==> src/hw/control_unit_settings.svh <==
`ifndef CONTROL_UNIT_SETTINGS_SVH
`define CONTROL_UNIT_SETTINGS_SVH

// Instruction field and control widths
`define CU_OPCODE_W    6
`define CU_FUNCT_W     6
`define CU_ALU_OP_W    3
`define CU_PC_SRC_W    3
`define CU_IORD_W      3
`define CU_DATA_SRC_W  4
`define CU_REG_DST_W   2
`define CU_SRC_A_W     2
`define CU_SRC_B_W     3
`define CU_CAUSE_W     2
`define CU_SIZE_W      2
`define CU_SHIFT_W     3
`define CU_STATE_W     6

// Opcodes
`define CU_OP_R_TYPE   6'b000000
`define CU_OP_LW       6'b100011
`define CU_OP_LB       6'b100000
`define CU_OP_SW       6'b101011
`define CU_OP_SB       6'b101000
`define CU_OP_ADDI     6'b001000
`define CU_OP_ANDI     6'b001100
`define CU_OP_ORI      6'b001101
`define CU_OP_SLTI     6'b001010
`define CU_OP_BEQ      6'b000100
`define CU_OP_BNE      6'b000101
`define CU_OP_J        6'b000010
`define CU_OP_JAL      6'b000011

// Funct field under R-type
`define CU_F_ADD       6'b100000
`define CU_F_SUB       6'b100010
`define CU_F_AND       6'b100100
`define CU_F_OR        6'b100101
`define CU_F_SLT       6'b101010
`define CU_F_JR        6'b001000
`define CU_F_SLL       6'b000000
`define CU_F_SRA       6'b000011

// ALU operations
`define CU_ALU_ADD     3'd1
`define CU_ALU_SUB     3'd2
`define CU_ALU_AND     3'd3
`define CU_ALU_OR      3'd4
`define CU_ALU_SLT     3'd5

// PC source, memory address and ALU operand selects
`define CU_PC_ALU      3'd0
`define CU_PC_TARGET   3'd1
`define CU_PC_REG_A    3'd2
`define CU_PC_EXC      3'd3   // Exception vector
`define CU_IORD_PC     3'd0
`define CU_IORD_ALU    3'd1
`define CU_SRCA_PC     2'd0
`define CU_SRCA_REG_A  2'd1
`define CU_SRCB_REG_B  3'd0
`define CU_SRCB_FOUR   3'd1
`define CU_SRCB_IMM    3'd2
`define CU_SRCB_IMM_SH 3'd3   // Sign-extended offset shifted by two

// Register write data and destination
`define CU_DATA_ALU    4'd0
`define CU_DATA_MDR    4'd1
`define CU_DATA_PC4    4'd4
`define CU_DATA_SHIFT  4'd5
`define CU_DST_RT      2'd0
`define CU_DST_RD      2'd1
`define CU_DST_R31     2'd3

// Exception cause, access size and shifter operation
`define CU_CAUSE_OVF   2'd0
`define CU_CAUSE_ILL   2'd2
`define CU_SIZE_BYTE   2'd1
`define CU_SIZE_WORD   2'd2
`define CU_SHIFT_SLL   3'd1
`define CU_SHIFT_SRA   3'd2

`endif

==> src/hw/control_unit_pkg.sv <==
`default_nettype none

`include "control_unit_settings.svh"

package control_unit_pkg;

    // Instruction fields
    typedef logic [`CU_OPCODE_W-1:0]   opcode_t;
    typedef logic [`CU_FUNCT_W-1:0]    funct_t;

    // Datapath control fields
    typedef logic [`CU_ALU_OP_W-1:0]   alu_op_t;
    typedef logic [`CU_PC_SRC_W-1:0]   pc_src_t;
    typedef logic [`CU_IORD_W-1:0]     iord_t;
    typedef logic [`CU_DATA_SRC_W-1:0] data_src_t;
    typedef logic [`CU_REG_DST_W-1:0]  reg_dst_t;
    typedef logic [`CU_SRC_A_W-1:0]    alu_src_a_t;
    typedef logic [`CU_SRC_B_W-1:0]    alu_src_b_t;
    typedef logic [`CU_CAUSE_W-1:0]    cause_t;
    typedef logic [`CU_SIZE_W-1:0]     size_ctl_t;
    typedef logic [`CU_SHIFT_W-1:0]    shift_ctl_t;

    // One decoder class per path through the FSM
    typedef enum logic [3:0] {
        R_ALU, SHIFT, JUMP_REG, I_ALU, LOAD, STORE, BRANCH, JUMP, JUMP_LINK, ILLEGAL
    } instr_class_t;

    typedef enum logic [`CU_STATE_W-1:0] {
        reset_start  = 6'b111111,
        fetch        = 6'b000001,
        decode       = 6'b000010,
        illegal_exc  = 6'b000011,
        overflow_exc = 6'b000100,
        r_exec       = 6'b000110,
        r_wb         = 6'b000111,
        jr           = 6'b001000,
        shift_exec   = 6'b001111,
        i_exec       = 6'b010000,
        i_wb         = 6'b010001,
        branch       = 6'b010010,
        mem_addr     = 6'b010011,
        load_mem     = 6'b010100,
        load_wb      = 6'b010101,
        store_mem    = 6'b010110,
        jump         = 6'b010111,
        jump_link    = 6'b011000
    } state_t;

endpackage

`default_nettype wire

==> src/hw/control_unit.sv <==
`default_nettype none

module control_unit import control_unit_pkg::*; (
    input  logic       clk,
    input  logic       reset,
    input  opcode_t    opcode,
    input  funct_t     funct,
    input  logic       overflow,
    input  logic       zero,
    output iord_t      iord,
    output logic       mem_wr,
    output logic       ir_wr,
    output logic       reg_wr,
    output logic       wr_a,
    output logic       wr_b,
    output reg_dst_t   reg_dst,
    output data_src_t  data_src,
    output alu_src_a_t alu_src_a,
    output alu_src_b_t alu_src_b,
    output alu_op_t    alu_op,
    output logic       alu_out_wr,
    output pc_src_t    pc_source,
    output logic       pc_wr,
    output logic       epc_wr,
    output cause_t     cause_control,
    output size_ctl_t  load_control,
    output size_ctl_t  store_control,
    output shift_ctl_t shift_control
);

    instr_class_t instr_class;
    alu_op_t      dec_alu_op;      // Operation wanted by the instruction
    size_ctl_t    size;
    logic         traps_overflow;
    logic         branch_on_zero;
    shift_ctl_t   shift_kind;
    state_t       state;

    instr_decoder i_decoder (
        .opcode         (opcode),
        .funct          (funct),
        .instr_class    (instr_class),
        .alu_op         (dec_alu_op),
        .size           (size),
        .traps_overflow (traps_overflow),
        .branch_on_zero (branch_on_zero),
        .shift_kind     (shift_kind)
    );

    ctrl_sequencer i_sequencer (
        .clk            (clk),
        .reset          (reset),
        .instr_class    (instr_class),
        .traps_overflow (traps_overflow),
        .overflow       (overflow),
        .state          (state)
    );

    ctrl_outputs i_outputs (
        .state          (state),
        .alu_op         (dec_alu_op),
        .size           (size),
        .branch_on_zero (branch_on_zero),
        .shift_kind     (shift_kind),
        .zero           (zero),
        .iord           (iord),
        .mem_wr         (mem_wr),
        .ir_wr          (ir_wr),
        .reg_wr         (reg_wr),
        .wr_a           (wr_a),
        .wr_b           (wr_b),
        .reg_dst        (reg_dst),
        .data_src       (data_src),
        .alu_src_a      (alu_src_a),
        .alu_src_b      (alu_src_b),
        .alu_op_out     (alu_op),
        .alu_out_wr     (alu_out_wr),
        .pc_source      (pc_source),
        .pc_wr          (pc_wr),
        .epc_wr         (epc_wr),
        .cause_control  (cause_control),
        .load_control   (load_control),
        .store_control  (store_control),
        .shift_control  (shift_control)
    );

endmodule

`default_nettype wire

==> src/hw/ctrl_outputs.sv <==
`default_nettype none

`include "control_unit_settings.svh"

module ctrl_outputs import control_unit_pkg::*; (
    input  state_t     state,
    input  alu_op_t    alu_op,
    input  size_ctl_t  size,
    input  logic       branch_on_zero,
    input  shift_ctl_t shift_kind,
    input  logic       zero,
    output iord_t      iord,
    output logic       mem_wr,
    output logic       ir_wr,
    output logic       reg_wr,
    output logic       wr_a,
    output logic       wr_b,
    output reg_dst_t   reg_dst,
    output data_src_t  data_src,
    output alu_src_a_t alu_src_a,
    output alu_src_b_t alu_src_b,
    output alu_op_t    alu_op_out,
    output logic       alu_out_wr,
    output pc_src_t    pc_source,
    output logic       pc_wr,
    output logic       epc_wr,
    output cause_t     cause_control,
    output size_ctl_t  load_control,
    output size_ctl_t  store_control,
    output shift_ctl_t shift_control
);

    always_comb begin
        // Neutral values; reset_start keeps all of them
        iord          = `CU_IORD_PC;
        mem_wr        = 1'b0;
        ir_wr         = 1'b0;
        reg_wr        = 1'b0;
        wr_a          = 1'b0;
        wr_b          = 1'b0;
        reg_dst       = `CU_DST_RT;
        data_src      = `CU_DATA_ALU;
        alu_src_a     = `CU_SRCA_PC;
        alu_src_b     = `CU_SRCB_REG_B;
        alu_op_out    = '0;
        alu_out_wr    = 1'b0;
        pc_source     = `CU_PC_ALU;
        pc_wr         = 1'b0;
        epc_wr        = 1'b0;
        cause_control = `CU_CAUSE_OVF;
        load_control  = '0;
        store_control = '0;
        shift_control = '0;

        case (state)
            fetch: begin
                alu_src_b  = `CU_SRCB_FOUR;  // PC + 4
                alu_op_out = `CU_ALU_ADD;
                alu_out_wr = 1'b1;
                ir_wr      = 1'b1;
                pc_wr      = 1'b1;
            end
            decode: begin
                // Read rs and rt, precompute the branch target
                wr_a       = 1'b1;
                wr_b       = 1'b1;
                alu_src_b  = `CU_SRCB_IMM_SH;
                alu_op_out = `CU_ALU_ADD;
                alu_out_wr = 1'b1;
            end
            r_exec: begin
                alu_src_a  = `CU_SRCA_REG_A;
                alu_op_out = alu_op;
                alu_out_wr = 1'b1;
            end
            i_exec: begin
                alu_src_a  = `CU_SRCA_REG_A;
                alu_src_b  = `CU_SRCB_IMM;
                alu_op_out = alu_op;
                alu_out_wr = 1'b1;
            end
            r_wb: begin
                reg_dst = `CU_DST_RD;
                reg_wr  = 1'b1;
            end
            i_wb:   reg_wr = 1'b1;  // ALU result into rt
            shift_exec: begin
                shift_control = shift_kind;
                data_src      = `CU_DATA_SHIFT;
                reg_dst       = `CU_DST_RD;
                reg_wr        = 1'b1;
            end
            jr: begin
                pc_source = `CU_PC_REG_A;
                pc_wr     = 1'b1;
            end
            branch: begin
                alu_src_a  = `CU_SRCA_REG_A;
                alu_op_out = `CU_ALU_SUB;
                alu_out_wr = 1'b1;
                pc_source  = `CU_PC_TARGET;
                pc_wr      = (zero == branch_on_zero);
            end
            mem_addr: begin
                alu_src_a  = `CU_SRCA_REG_A;
                alu_src_b  = `CU_SRCB_IMM;
                alu_op_out = `CU_ALU_ADD;
                alu_out_wr = 1'b1;
            end
            load_mem: begin
                iord         = `CU_IORD_ALU;
                load_control = size;
            end
            load_wb: begin
                data_src = `CU_DATA_MDR;
                reg_wr   = 1'b1;
            end
            store_mem: begin
                iord          = `CU_IORD_ALU;
                mem_wr        = 1'b1;
                store_control = size;
            end
            jump: begin
                pc_source = `CU_PC_TARGET;
                pc_wr     = 1'b1;
            end
            jump_link: begin
                data_src  = `CU_DATA_PC4;  // Return address
                reg_dst   = `CU_DST_R31;
                reg_wr    = 1'b1;
                pc_source = `CU_PC_TARGET;
                pc_wr     = 1'b1;
            end
            illegal_exc, overflow_exc: begin
                epc_wr        = 1'b1;
                cause_control = (state == illegal_exc) ? `CU_CAUSE_ILL : `CU_CAUSE_OVF;
                pc_source     = `CU_PC_EXC;
                pc_wr         = 1'b1;
            end
            default: ;
        endcase
    end

endmodule

`default_nettype wire

==> src/hw/ctrl_sequencer.sv <==
`default_nettype none

module ctrl_sequencer import control_unit_pkg::*; (
    input  logic         clk,
    input  logic         reset,
    input  instr_class_t instr_class,
    input  logic         traps_overflow,
    input  logic         overflow,
    output state_t       state
);

    state_t next_state;
    logic   take_trap;

    // Overflow only matters for add, sub and addi
    assign take_trap = overflow && traps_overflow;

    always_ff @(posedge clk or posedge reset) begin
        if (reset) begin
            state <= reset_start;
        end else begin
            state <= next_state;
        end
    end

    always_comb begin
        next_state = fetch;

        case (state)
            reset_start: next_state = fetch;
            fetch:       next_state = decode;

            decode: begin
                case (instr_class)
                    R_ALU:       next_state = r_exec;
                    SHIFT:       next_state = shift_exec;
                    JUMP_REG:    next_state = jr;
                    I_ALU:       next_state = i_exec;
                    LOAD, STORE: next_state = mem_addr;
                    BRANCH:      next_state = branch;
                    JUMP:        next_state = jump;
                    JUMP_LINK:   next_state = jump_link;
                    default:     next_state = illegal_exc;
                endcase
            end

            r_exec: begin
                if (take_trap) begin
                    next_state = overflow_exc;  // Skip the writeback
                end else begin
                    next_state = r_wb;
                end
            end

            i_exec: begin
                if (take_trap) begin
                    next_state = overflow_exc;
                end else begin
                    next_state = i_wb;
                end
            end

            mem_addr: begin
                if (instr_class == LOAD) begin
                    next_state = load_mem;
                end else begin
                    next_state = store_mem;
                end
            end

            load_mem: next_state = load_wb;

            // Last state of every instruction
            r_wb, i_wb, load_wb, store_mem, shift_exec, jr, branch,
            jump, jump_link, illegal_exc, overflow_exc: next_state = fetch;

            default: next_state = fetch;
        endcase
    end

endmodule

`default_nettype wire

==> src/hw/instr_decoder.sv <==
`default_nettype none

`include "control_unit_settings.svh"

module instr_decoder import control_unit_pkg::*; (
    input  opcode_t      opcode,
    input  funct_t       funct,
    output instr_class_t instr_class,
    output alu_op_t      alu_op,
    output size_ctl_t    size,
    output logic         traps_overflow,
    output logic         branch_on_zero,
    output shift_ctl_t   shift_kind
);

    always_comb begin
        instr_class    = ILLEGAL;  // Anything not matched below
        alu_op         = '0;
        size           = '0;
        traps_overflow = 1'b0;
        shift_kind     = '0;

        case (opcode)
            `CU_OP_R_TYPE: begin
                case (funct)
                    `CU_F_ADD: begin
                        instr_class    = R_ALU;
                        alu_op         = `CU_ALU_ADD;
                        traps_overflow = 1'b1;
                    end
                    `CU_F_SUB: begin
                        instr_class    = R_ALU;
                        alu_op         = `CU_ALU_SUB;
                        traps_overflow = 1'b1;
                    end
                    `CU_F_AND: begin
                        instr_class = R_ALU;
                        alu_op      = `CU_ALU_AND;
                    end
                    `CU_F_OR: begin
                        instr_class = R_ALU;
                        alu_op      = `CU_ALU_OR;
                    end
                    `CU_F_SLT: begin
                        instr_class = R_ALU;
                        alu_op      = `CU_ALU_SLT;
                    end
                    `CU_F_SLL: begin
                        instr_class = SHIFT;
                        shift_kind  = `CU_SHIFT_SLL;
                    end
                    `CU_F_SRA: begin
                        instr_class = SHIFT;
                        shift_kind  = `CU_SHIFT_SRA;
                    end
                    `CU_F_JR:  instr_class = JUMP_REG;
                    default:   instr_class = ILLEGAL;
                endcase
            end
            `CU_OP_ADDI: begin
                instr_class    = I_ALU;
                alu_op         = `CU_ALU_ADD;
                traps_overflow = 1'b1;  // Only signed immediate add traps
            end
            `CU_OP_ANDI: begin
                instr_class = I_ALU;
                alu_op      = `CU_ALU_AND;
            end
            `CU_OP_ORI: begin
                instr_class = I_ALU;
                alu_op      = `CU_ALU_OR;
            end
            `CU_OP_SLTI: begin
                instr_class = I_ALU;
                alu_op      = `CU_ALU_SLT;
            end
            // Address is base plus offset for every memory access
            `CU_OP_LW, `CU_OP_LB: begin
                instr_class = LOAD;
                alu_op      = `CU_ALU_ADD;
                size        = (opcode == `CU_OP_LW) ? `CU_SIZE_WORD : `CU_SIZE_BYTE;
            end
            `CU_OP_SW, `CU_OP_SB: begin
                instr_class = STORE;
                alu_op      = `CU_ALU_ADD;
                size        = (opcode == `CU_OP_SW) ? `CU_SIZE_WORD : `CU_SIZE_BYTE;
            end
            `CU_OP_BEQ, `CU_OP_BNE: instr_class = BRANCH;
            `CU_OP_J:               instr_class = JUMP;
            `CU_OP_JAL:             instr_class = JUMP_LINK;
            default:                instr_class = ILLEGAL;
        endcase
    end

    // beq takes the branch on zero, bne on nonzero
    assign branch_on_zero = (opcode == `CU_OP_BEQ);

endmodule

`default_nettype wire

==> config.mk <==
export PLATFORM = sky130hd
export DESIGN_NAME = control_unit
export DESIGN_NICKNAME = d
export VERILOG_FILES = /design/src/hw/control_unit_pkg.sv /design/src/hw/control_unit.sv /design/src/hw/ctrl_outputs.sv /design/src/hw/ctrl_sequencer.sv /design/src/hw/instr_decoder.sv
export VERILOG_INCLUDE_DIRS = /design/src /design/src/hw
export SDC_FILE = /design/constraint.sdc
export NUM_CORES = 1
export LEC_CHECK = 0
export ABC_AREA = 1
export BUFFER_PORTS_ARGS = -buffer_cell sky130_fd_sc_hd__buf_2
export CAP_MARGIN = 20
export CORE_ASPECT_RATIO = 2
export CORE_MARGIN = 4
export CORE_UTILIZATION = 44
export CTS_CLUSTER_DIAMETER = 60
export DETAILED_ROUTE_END_ITERATION = 6
export PLACE_DENSITY = 0.86
export SLEW_MARGIN = 0
export SYNTH_ARGS = -nofsm -noshare
export SYNTH_HDL_FRONTEND = slang
export SYNTH_SLANG_ARGS = --single-unit
==> constraint.sdc <==
create_clock -name clk -period 1.75 [get_ports clk]
set_input_delay 0.525 -clock clk [delete_from_list [all_inputs] [get_ports clk]]
set_output_delay 0.525 -clock clk [all_outputs]
set_load 0.005 [all_outputs]
==> results of run 1 <==
[logic make-up after synthesis]
kind of cell	share of synthesized area, %
xor gates and xnor gates	0.6562
buffers and inverters	17.99
and+or+nand+nor	55.58
other	0.2809
adders and majority gates	4.686
AOI/OAI and AO/OA	8.997
DFF	11.81
[per-stage QoR]
step	TNS (ns)	hold WS (ns)	std cells
3_5_place_dp	-5.781	0.6662	372
4_1_cts	-9.098	0.4446	388
2_1_floorplan	-0.1585	0.5240	251
3_3_place_gp	-4.876	0.6427	372
[cells in the mapped netlist (all sizes together)]
library cell and instances:
a31oi 3, nor2 54, ha 5, a21oi 5, or2 1, o31ai 2
conb 1, nor3 5, xnor2 1, o21ai 7, nand3 43, a21o 1
buf 10, inv 44, dfstp 6, o21bai 1, a21boi 1, nand2 50
nor3b 1, nand4 1
[routing by layer]
metal	track usage [%]	overflow
met1	63.08	0
met2	86.74	26
met3	39.92	0
met4	69.77	8
met5	7.692	0
[what timing repair did]
item / in CTS
gates resized for setup: 80
setup endpoints to repair: 33
setup buffers: 13
pin swaps: 27
==> results by group, run 1 <==
Outcome
  – Status: stopped before the end
  – Last stage: global routing (5_1_grt)
  – Tool Error: [ERROR GRT-0232] Routing congestion too high. Check the congestion heatmap in the GUI.

CTS
  – Clk root buf: clkbuf_8
  – CTS max path bufs: 2
  – Htree depth: 1
  – TritonCTS Buffers: 3
  – Clock sink total: 6
  – Hold_buf cts: 0

Floorplanning
  – Row count: 28
  – Initial core utilization: 45.37%
  – Die H: 85.90 um
  – I/O pin count: 53
  – Die width: 46.95 um

Synthesis
  – Syn Inst Count: 242
  – Post-synthesis sequential area ratio: 11.81%
  – Synth warn: 0
  – Synth Area per Inst: 5.517 um^2
  – Yosys top cell area share: 15.37%
  – Library cells used by synthesis: 30
  – Largest cells by area after synthesis: nand3_1, nand2_1, nor2_1
  – Seq cells post-synth: 6
  – Area leader, netlist: nand3_1
  – Mapped Area: 0.001335 mm^2

Placed design
  – Post-Place Cell Area: 0.002049 mm^2
  – Setup Slack @ Placement: -0.4181 ns
  – I/O Buffers: 43
  – Final GP Congestion: 0.9265
  – Detailed placement HPWL: 4034 um

Global routing
  – Grt ovf: 34
  – Largest net degree at the start of global routing: 8
  – GRT Util Overall: 65.90%
==> inputs of run 2 (changes only) <==
- CORE_AREA: not set -> 4 4 65 67
- CORE_ASPECT_RATIO: 2 -> not set
- CORE_MARGIN: 4 -> not set
- CORE_UTILIZATION: 44 -> not set
- CTS_CLUSTER_DIAMETER: 60 -> not set
- DIE_AREA: not set -> 0 0 69 71
- PLACE_DENSITY: 0.86 -> not set
- PLACE_DENSITY_LB_ADDON: not set -> 0.15
- clock period: 1.75 -> 2.3 ns (I/O delays scaled with it)
==> run 2 against run 1 <==
- the flow now finishes, with violations (negative setup slack)
- synthesized cell count is the same
- area after synthesis is the same
==> results by group, run 2 <==
Finish
  – Most frequent cells in the layout: buf_4, buf_2, nand2_1
  – Layout area overhead: 76.57%
  – Largest register by flop count: i_sequencer.state
  – Most common cell after layout, fill and taps aside: buf_4
  – Max FFs per register: 6
  – Final core occ: 64.88%
  – Regs by FF count: i_sequencer.state (6)
  – Inserted Diodes: 0
  – Nets: 364
  – Fraction of layout cells with a size suffix above 1: 58.65%
  – Post-route cell area: 0.002357 mm^2

Route
  – ANT nets after route: 0
  – Initial DRC Count: 82
  – Via density: 4.663
  – Routed vias: 1814
  – DRC: 0
  – DR WL/cell: 11.31 um
  – Routed wire length: 4398 um
  – Drt pass-1 iters: 4

CTS
  – Worst skew pair latency: 0.22 ns
  – CTS max path bufs: 2 (unchanged)
  – Clock transition at path regs: 0.03 ns
  – Htree depth: 1 (unchanged)
  – TritonCTS clock tree: built
  – TritonCTS Buffers: 3 (unchanged)
  – Clock sink total: 6 (unchanged)
  – Clk root buf: clkbuf_8 (unchanged)

Global routing
  – Initial antenna violation count: 0
  – Vias in the first global route: 1594
  – First-pass GRT wire length: 6734 um
  – Grt ovf: 0
  – Largest net degree at the start of global routing: 10
  – GRT Util Overall: 16.17%

Outcome
  – Status: complete, but fails checks (was stopped before the end)
  – Failing checks: negative setup slack

STA
  – Setup Skew: 0.002225 ns
  – Crit path setup slack, layout: -0.04671 ns
  – Setup violators final: 7
  – Final Hold Fails: 0
  – Max Slew Vio Count: 0
  – Post-route minimum period: 2.347 ns
  – Max Clock Freq: 426.1 MHz
  – Setup_tns: -0.1221 ns
  – RSZ-0062 raised after global routing: true
  – Crit share post-route: 102.0%

Floorplanning
  – I/O pin count: 53 (unchanged)
  – Die H: 71 um (was 85.90 um)
  – Die width: 69 um (was 46.95 um)
  – Die area: 0.004899 mm^2
  – Core ar.: 0.003633 mm^2
  – Initial core utilization: 36.74% (was 45.37%)
  – Row count: 22 (was 28)

Synthesis
  – Syn Inst Count: 242 (unchanged)
  – Mapped Area: 0.001335 mm^2 (unchanged)
  – Yosys top cell area share: 15.37% (unchanged)
  – Largest cells by area after synthesis: nand3_1, nand2_1, nor2_1 (unchanged)
  – EDFF count, synth: 0 (unchanged)
  – Post-synth ARST share: 100.0% (unchanged)
  – Top FF cell, synth: dfstp_2 (unchanged)
  – Post-synthesis sequential area ratio: 11.81% (unchanged)
  – Post-synth top cells: nand2_1, nor2_1, nand3_1 (unchanged)
  – Seq cells post-synth: 6 (unchanged)
  – Most common cell in the netlist: nand2_1 (unchanged)
  – Area leader, netlist: nand3_1 (unchanged)
  – Synth Area per Inst: 5.517 um^2 (unchanged)
  – Synth warn: 0 (unchanged)
  – Library cells used by synthesis: 30 (unchanged)

Power and ir drop
  – Maximum VDD drop: 0.0002078 V
  – P_leak: 1.324 nW
  – PD cells: 397.0 mW/mm^2
  – Pwr Total: 0.9358 mW

Worst setup path
  – Slowest-stage cell, CP: dfstp_2
  – CP arrival: 1.66 ns
  – Req. time, crit path: 1.61 ns
  – Critical path cell sequence: inv_2 > nor2_4 > inv_2 > nor2_4 > nor2_4 > inv_2 > a21oi_2 > nand3_1 > buf_2
  – CP max stage delay: 0.59 ns
  – Critical path capture point type: output port
  – Setup CP Type: flop to output port
  – CP startpoint kind: flop
  – CP Max Fanout: 4

Placed design
  – Post-Place Cell Area: 0.001802 mm^2 (was 0.002049 mm^2)
  – Detailed placement HPWL: 3293 um (was 4034 um)
  – Final GP Congestion: 0.8690 (was 0.9265)
  – I/O Buffers: 43 (unchanged)

Run
  – Maxcap violations: 0

Hold path
  – Type of the worst min-delay path: input port to async pin
[run 2: cell counts after synthesis]
No cell type changed its count.
[run 2: power breakdown]
group	internal (mW)	switching, mW
Sequential	0.142	0.0471
Combinational	0.272	0.324
Clock	0.112	0.0397
Total	0.525	0.411
[run 2: worst max-delay path: cells and delay by family, from the launching register on]
| family | cells | cell delay, ns |
|---|---|---|
| compound gates | 1 | 0.04 |
| simple gates | 4 | 0.46 |
| buf+inv | 4 | 0.34 |
| flops | 1 | 0.59 |
[run 2: layout make-up]
type	count	area, um^2
fill	334	1276
multi-input combinational	191	1251
timing repair buffer	97	676.9
inverter	44	170.2
sequential	6	157.7
tap	48	60.06
clock buffer	3	41.29
[run 2: logic make-up (layout without fill, tap and decap cells)]
family                   Yosys count  after routing  synth area share (%)
AO/OA/AOI/OAI                     20             20                 8.997
XOR/XNOR                           1              1                0.6562
adder cells (fa/ha/maj)            5              5                 4.686
buffers and inverters             54            144                 17.99
flip-flops                         6              6                 11.81
other                              1             10                0.2809
AND/OR/NAND/NOR                  155            155                 55.58
[run 2: stage by stage]
step	worst slack [ns]	hold slack (ns)	cells
2_1_floorplan	0.2106	0.6890	251
6_report	-0.04671	0.5896	389
3_5_place_dp	-0.1022	0.7761	363
5_1_grt	-0.1083	0.6369	389
4_1_cts	-0.02400	0.5957	377
3_3_place_gp	-0.08773	0.7730	363
[run 2: repair_timing]
action	CTS	global route
gates cloned	0	0
resized for setup	44	69
setup endpoints to repair	15	23
pin swaps	16	31
hold buffers	0	0
setup buffers	11	13
[run 2: worst paths after layout]
kind	from	endpoint	slack, ns	cells past startpoint
max	i_sequencer.state[1]	alu_out_wr	-0.05	9
min	reset	i_sequencer.state[4]	0.59	2
max reg2reg	i_sequencer.state[4]	i_sequencer.state[0]	0.62	10
min reg2reg	i_sequencer.state[0]	i_sequencer.state[2]	0.80	3
max in group asynchronous	reset	i_sequencer.state[1]	1.69	2
min in group clk	i_sequencer.state[0]	i_sequencer.state[2]	0.80	3
[run 2: routing by layer]
metal | vias up | global-route usage, % | wire [um]
li1 | 949 | - | -
met1 | 817 | 21.91 | 2032
met3 | 0 | 3.267 | 230
met2 | 48 | 27.01 | 2135
met5 | - | 0 | 0
met4 | 0 | 2.386 | 0
No activity file was read; power rests on OpenSTA's default activity.
==> inputs of run 3 (changes only) <==
- CORE_AREA: 4 4 65 67 -> not set
- CORE_MARGIN: not set -> 4
- CORE_UTILIZATION: not set -> 40
- DIE_AREA: 0 0 69 71 -> not set
- SYNTH_HIERARCHICAL: not set -> 1
==> run 3 against run 2 <==
- the flow still finishes with violations (negative setup slack)
- setup slack better by 0.0054 ns
- non-clock buffer count down 17
- final cell count up 3.6%
- register-to-register slack better by 0.33 ns
- clock power about the same
- count of clock-buffer cells in the layout unchanged
- global-route usage up 0.58 points
==> results by group, run 3 <==
Outcome
  – Status: complete, but fails checks (unchanged)
  – Failing checks: negative setup slack (unchanged)

Synthesis
  – Synth warn: 6 (was 0)
  – Synth Area per Inst: 5.555 um^2 (was 5.517 um^2)
  – Top FF cell, synth: dfstp_2 (unchanged)
  – Library cells used by synthesis: 29 (was 30)
  – Seq cells post-synth: 6 (unchanged)
  – Syn Inst Count: 275 (was 242)
  – Most common cell in the netlist: nand2_1 (unchanged)
  – Post-synth top cells: nand2_1, inv_1, nor2_1 (was nand2_1, nor2_1, nand3_1)
  – Post-synth ARST share: 100.0% (unchanged)
  – Yosys top cell area share: 14.99% (was 15.37%)
  – EDFF count, synth: 0 (unchanged)
  – Area leader, netlist: nand2_1 (was nand3_1)
  – Post-synthesis sequential area ratio: 10.32% (was 11.81%)
  – Largest cells by area after synthesis: nand2_1, inv_1, dfstp_2 (was nand3_1, nand2_1, nor2_1)
  – Mapped Area: 0.001528 mm^2 (was 0.001335 mm^2)

CTS
  – CTS max path bufs: 2 (unchanged)
  – Clock transition at path regs: 0.04 ns (was 0.03 ns)
  – Clk root buf: clkbuf_8 (unchanged)
  – Worst skew pair latency: 0.22 ns (about the same)
  – TritonCTS clock tree: built (unchanged)
  – TritonCTS Buffers: 3 (unchanged)
  – Htree depth: 1 (unchanged)
  – Clock sink total: 6 (unchanged)

Worst setup path
  – Setup CP Type: input port to output port (was flop to output port)
  – CP startpoint kind: input port (was flop)
  – CP arrival: 1.65 ns (was 1.66 ns)
  – Critical path capture point type: output port (unchanged)
  – CP Max Fanout: 4 (unchanged)
  – Req. time, crit path: 1.61 ns (about the same)

Floorplanning
  – Initial core utilization: 41.42% (was 36.74%)
  – Core ar.: 0.003689 mm^2 (was 0.003633 mm^2)
  – Die H: 69.80 um (was 71 um)
  – Die area: 0.004872 mm^2 (was 0.004899 mm^2)
  – Row count: 22 (unchanged)
  – Die width: 69.80 um (was 69 um)
  – I/O pin count: 53 (unchanged)

Global routing
  – Largest net degree at the start of global routing: 10 (unchanged)
  – Initial antenna violation count: 0 (unchanged)
  – Grt ovf: 0 (unchanged)
  – GRT Util Overall: 16.74% (was 16.17%)
  – Vias in the first global route: 1717 (was 1594)
  – First-pass GRT wire length: 7120 um (was 6734 um)

Finish
  – Nets: 377 (was 364)
  – Fraction of layout cells with a size suffix above 1: 47.32% (was 58.65%)
  – Largest register by flop count: i_sequencer/state (was i_sequencer.state)
  – FF/Latch Area: 157.7 um^2 (unchanged)
  – Final core occ: 60.75% (was 64.88%)
  – Inserted Diodes: 0 (unchanged)
  – Most frequent cells in the layout: nand2_1, inv_1, buf_4, buf_2, nor2_1 (was buf_4, buf_2, nand2_1)
  – Most common cell after layout, fill and taps aside: nand2_1 (was buf_4)
  – Regs by FF count: i_sequencer/state (6) (was i_sequencer.state (6))
  – Layout area overhead: 46.68% (was 76.57%)
  – Area occupied by multi-input gates: 0.001219 mm^2 (was 0.001251 mm^2)
  – Max FFs per register: 6 (unchanged)
  – Post-route cell area: 0.002241 mm^2 (was 0.002357 mm^2)
  – Layout fillers: 367 (was 334)

Placed design
  – Post-Place Cell Area: 0.001942 mm^2 (was 0.001802 mm^2)
  – Final GP Congestion: 0.8589 (was 0.8690)
  – I/O Buffers: 43 (unchanged)
  – Detailed placement HPWL: 3267 um (was 3293 um)

Route
  – Via density: 4.548 (was 4.663)
  – Routed wire length: 4136 um (was 4398 um)
  – Routed vias: 1833 (was 1814)
  – Initial DRC Count: 66 (was 82)
  – DR WL/cell: 10.26 um (was 11.31 um)
  – Drt pass-1 iters: 4 (unchanged)
  – ANT nets after route: 0 (unchanged)
  – DRC: 0 (unchanged)

Power and ir drop
  – Maximum VDD drop: 0.0005471 V (was 0.0002078 V)
  – P_leak: 1.299 nW (was 1.324 nW)
  – PD cells: 395.6 mW/mm^2 (was 397.0 mW/mm^2)

STA
  – Max Clock Freq: 427.1 MHz (was 426.1 MHz)
  – Setup Skew: 0.001756 ns (was 0.002225 ns)
  – Post-route minimum period: 2.341 ns (was 2.347 ns)
  – Setup_tns: -0.1001 ns (was -0.1221 ns)
  – Max Slew Vio Count: 0 (unchanged)
  – Crit share post-route: 101.8% (was 102.0%)
  – Final Hold Fails: 0 (unchanged)
  – Setup violators final: 4 (was 7)
  – Crit path setup slack, layout: -0.04135 ns (was -0.04671 ns)
  – RSZ-0062 raised after global routing: true (unchanged)
  – Hold_ws: 0.5917 ns (was 0.5896 ns)

Run
  – Maxcap violations: 0 (unchanged)

Hold path
  – Type of the worst min-delay path: input port to async pin (unchanged)
## run 3: stage by stage
stage	instances	setup WS [ns]	power, mW
detailed placement	388	-0.1226	0.6551
global placement	388	-0.1341	0.6559
finish	403	-0.04135	0.8866
floorplan	282	0.1818	0.4987
global route	403	-0.1236	0.9740
CTS	397	-0.02094	0.8323
## run 3: power breakdown
part           internal, mW  total (mW)  switching [mW]
Clock                 0.112       0.154          0.0423
Sequential            0.141       0.182          0.0411
Combinational         0.234       0.550           0.316
## run 3: final timing paths
check                                          start                    to  slack, ns  cells past startpoint
worst min-delay path                           reset  i_sequencer/state[5]       0.59                      2
worst min register to register  i_sequencer/state[4]  i_sequencer/state[4]       0.69                      4
min in group clk                i_sequencer/state[4]  i_sequencer/state[4]       0.69                      4
worst max-delay path                       opcode[4]                 pc_wr      -0.04                      8
worst max register to register  i_sequencer/state[0]  i_sequencer/state[0]       0.95                      9
max in group asynchronous                      reset  i_sequencer/state[1]       1.68                      2
## run 3: metal layers
metal  vias to the layer above  share of wire [%]  track usage [%]
met2                        41                 46            27.70
li1                        992                  -                -
met5                         -                  0                0
met1                       800                 49            22.88
met4                         0                  0            3.191
met3                         0                5.7            2.754
## run 3: timing repair
action                     4_1_cts  5_1_grt
pin swaps                       18       16
buffers inserted                 6        6
resized for setup               25       24
setup endpoints to repair        6       21
hold buffers                     0        0
## run 3: critical path, cell delays in order
cell     delay [ns]
buf_8          0.10
nor2_4         0.17
nand3_2        0.13
nor2_4         0.14
xnor2_2        0.12
nand3_1        0.10
nand3_1        0.09
buf_2          0.11
## run 3: kinds of logic after synthesis
logic type / Yosys count / synth area share, %
other cells: 3 / 0.7370
compound gates: 13 / 5.652
flops: 6 / 10.32
simple gates: 183 / 61.02
buf+inv: 65 / 18.43
xor+xnor: 1 / 0.5734
fa+ha+maj: 4 / 3.276
## run 3: cell type report
class	count	share of cell area (%)
Clock buffer	3	1.843
Inverter	55	9.324
Multi-Input combinational cell	211	54.38
Sequential cell	6	7.035
Tap cell	48	2.680
Timing Repair Buffer	80	24.73
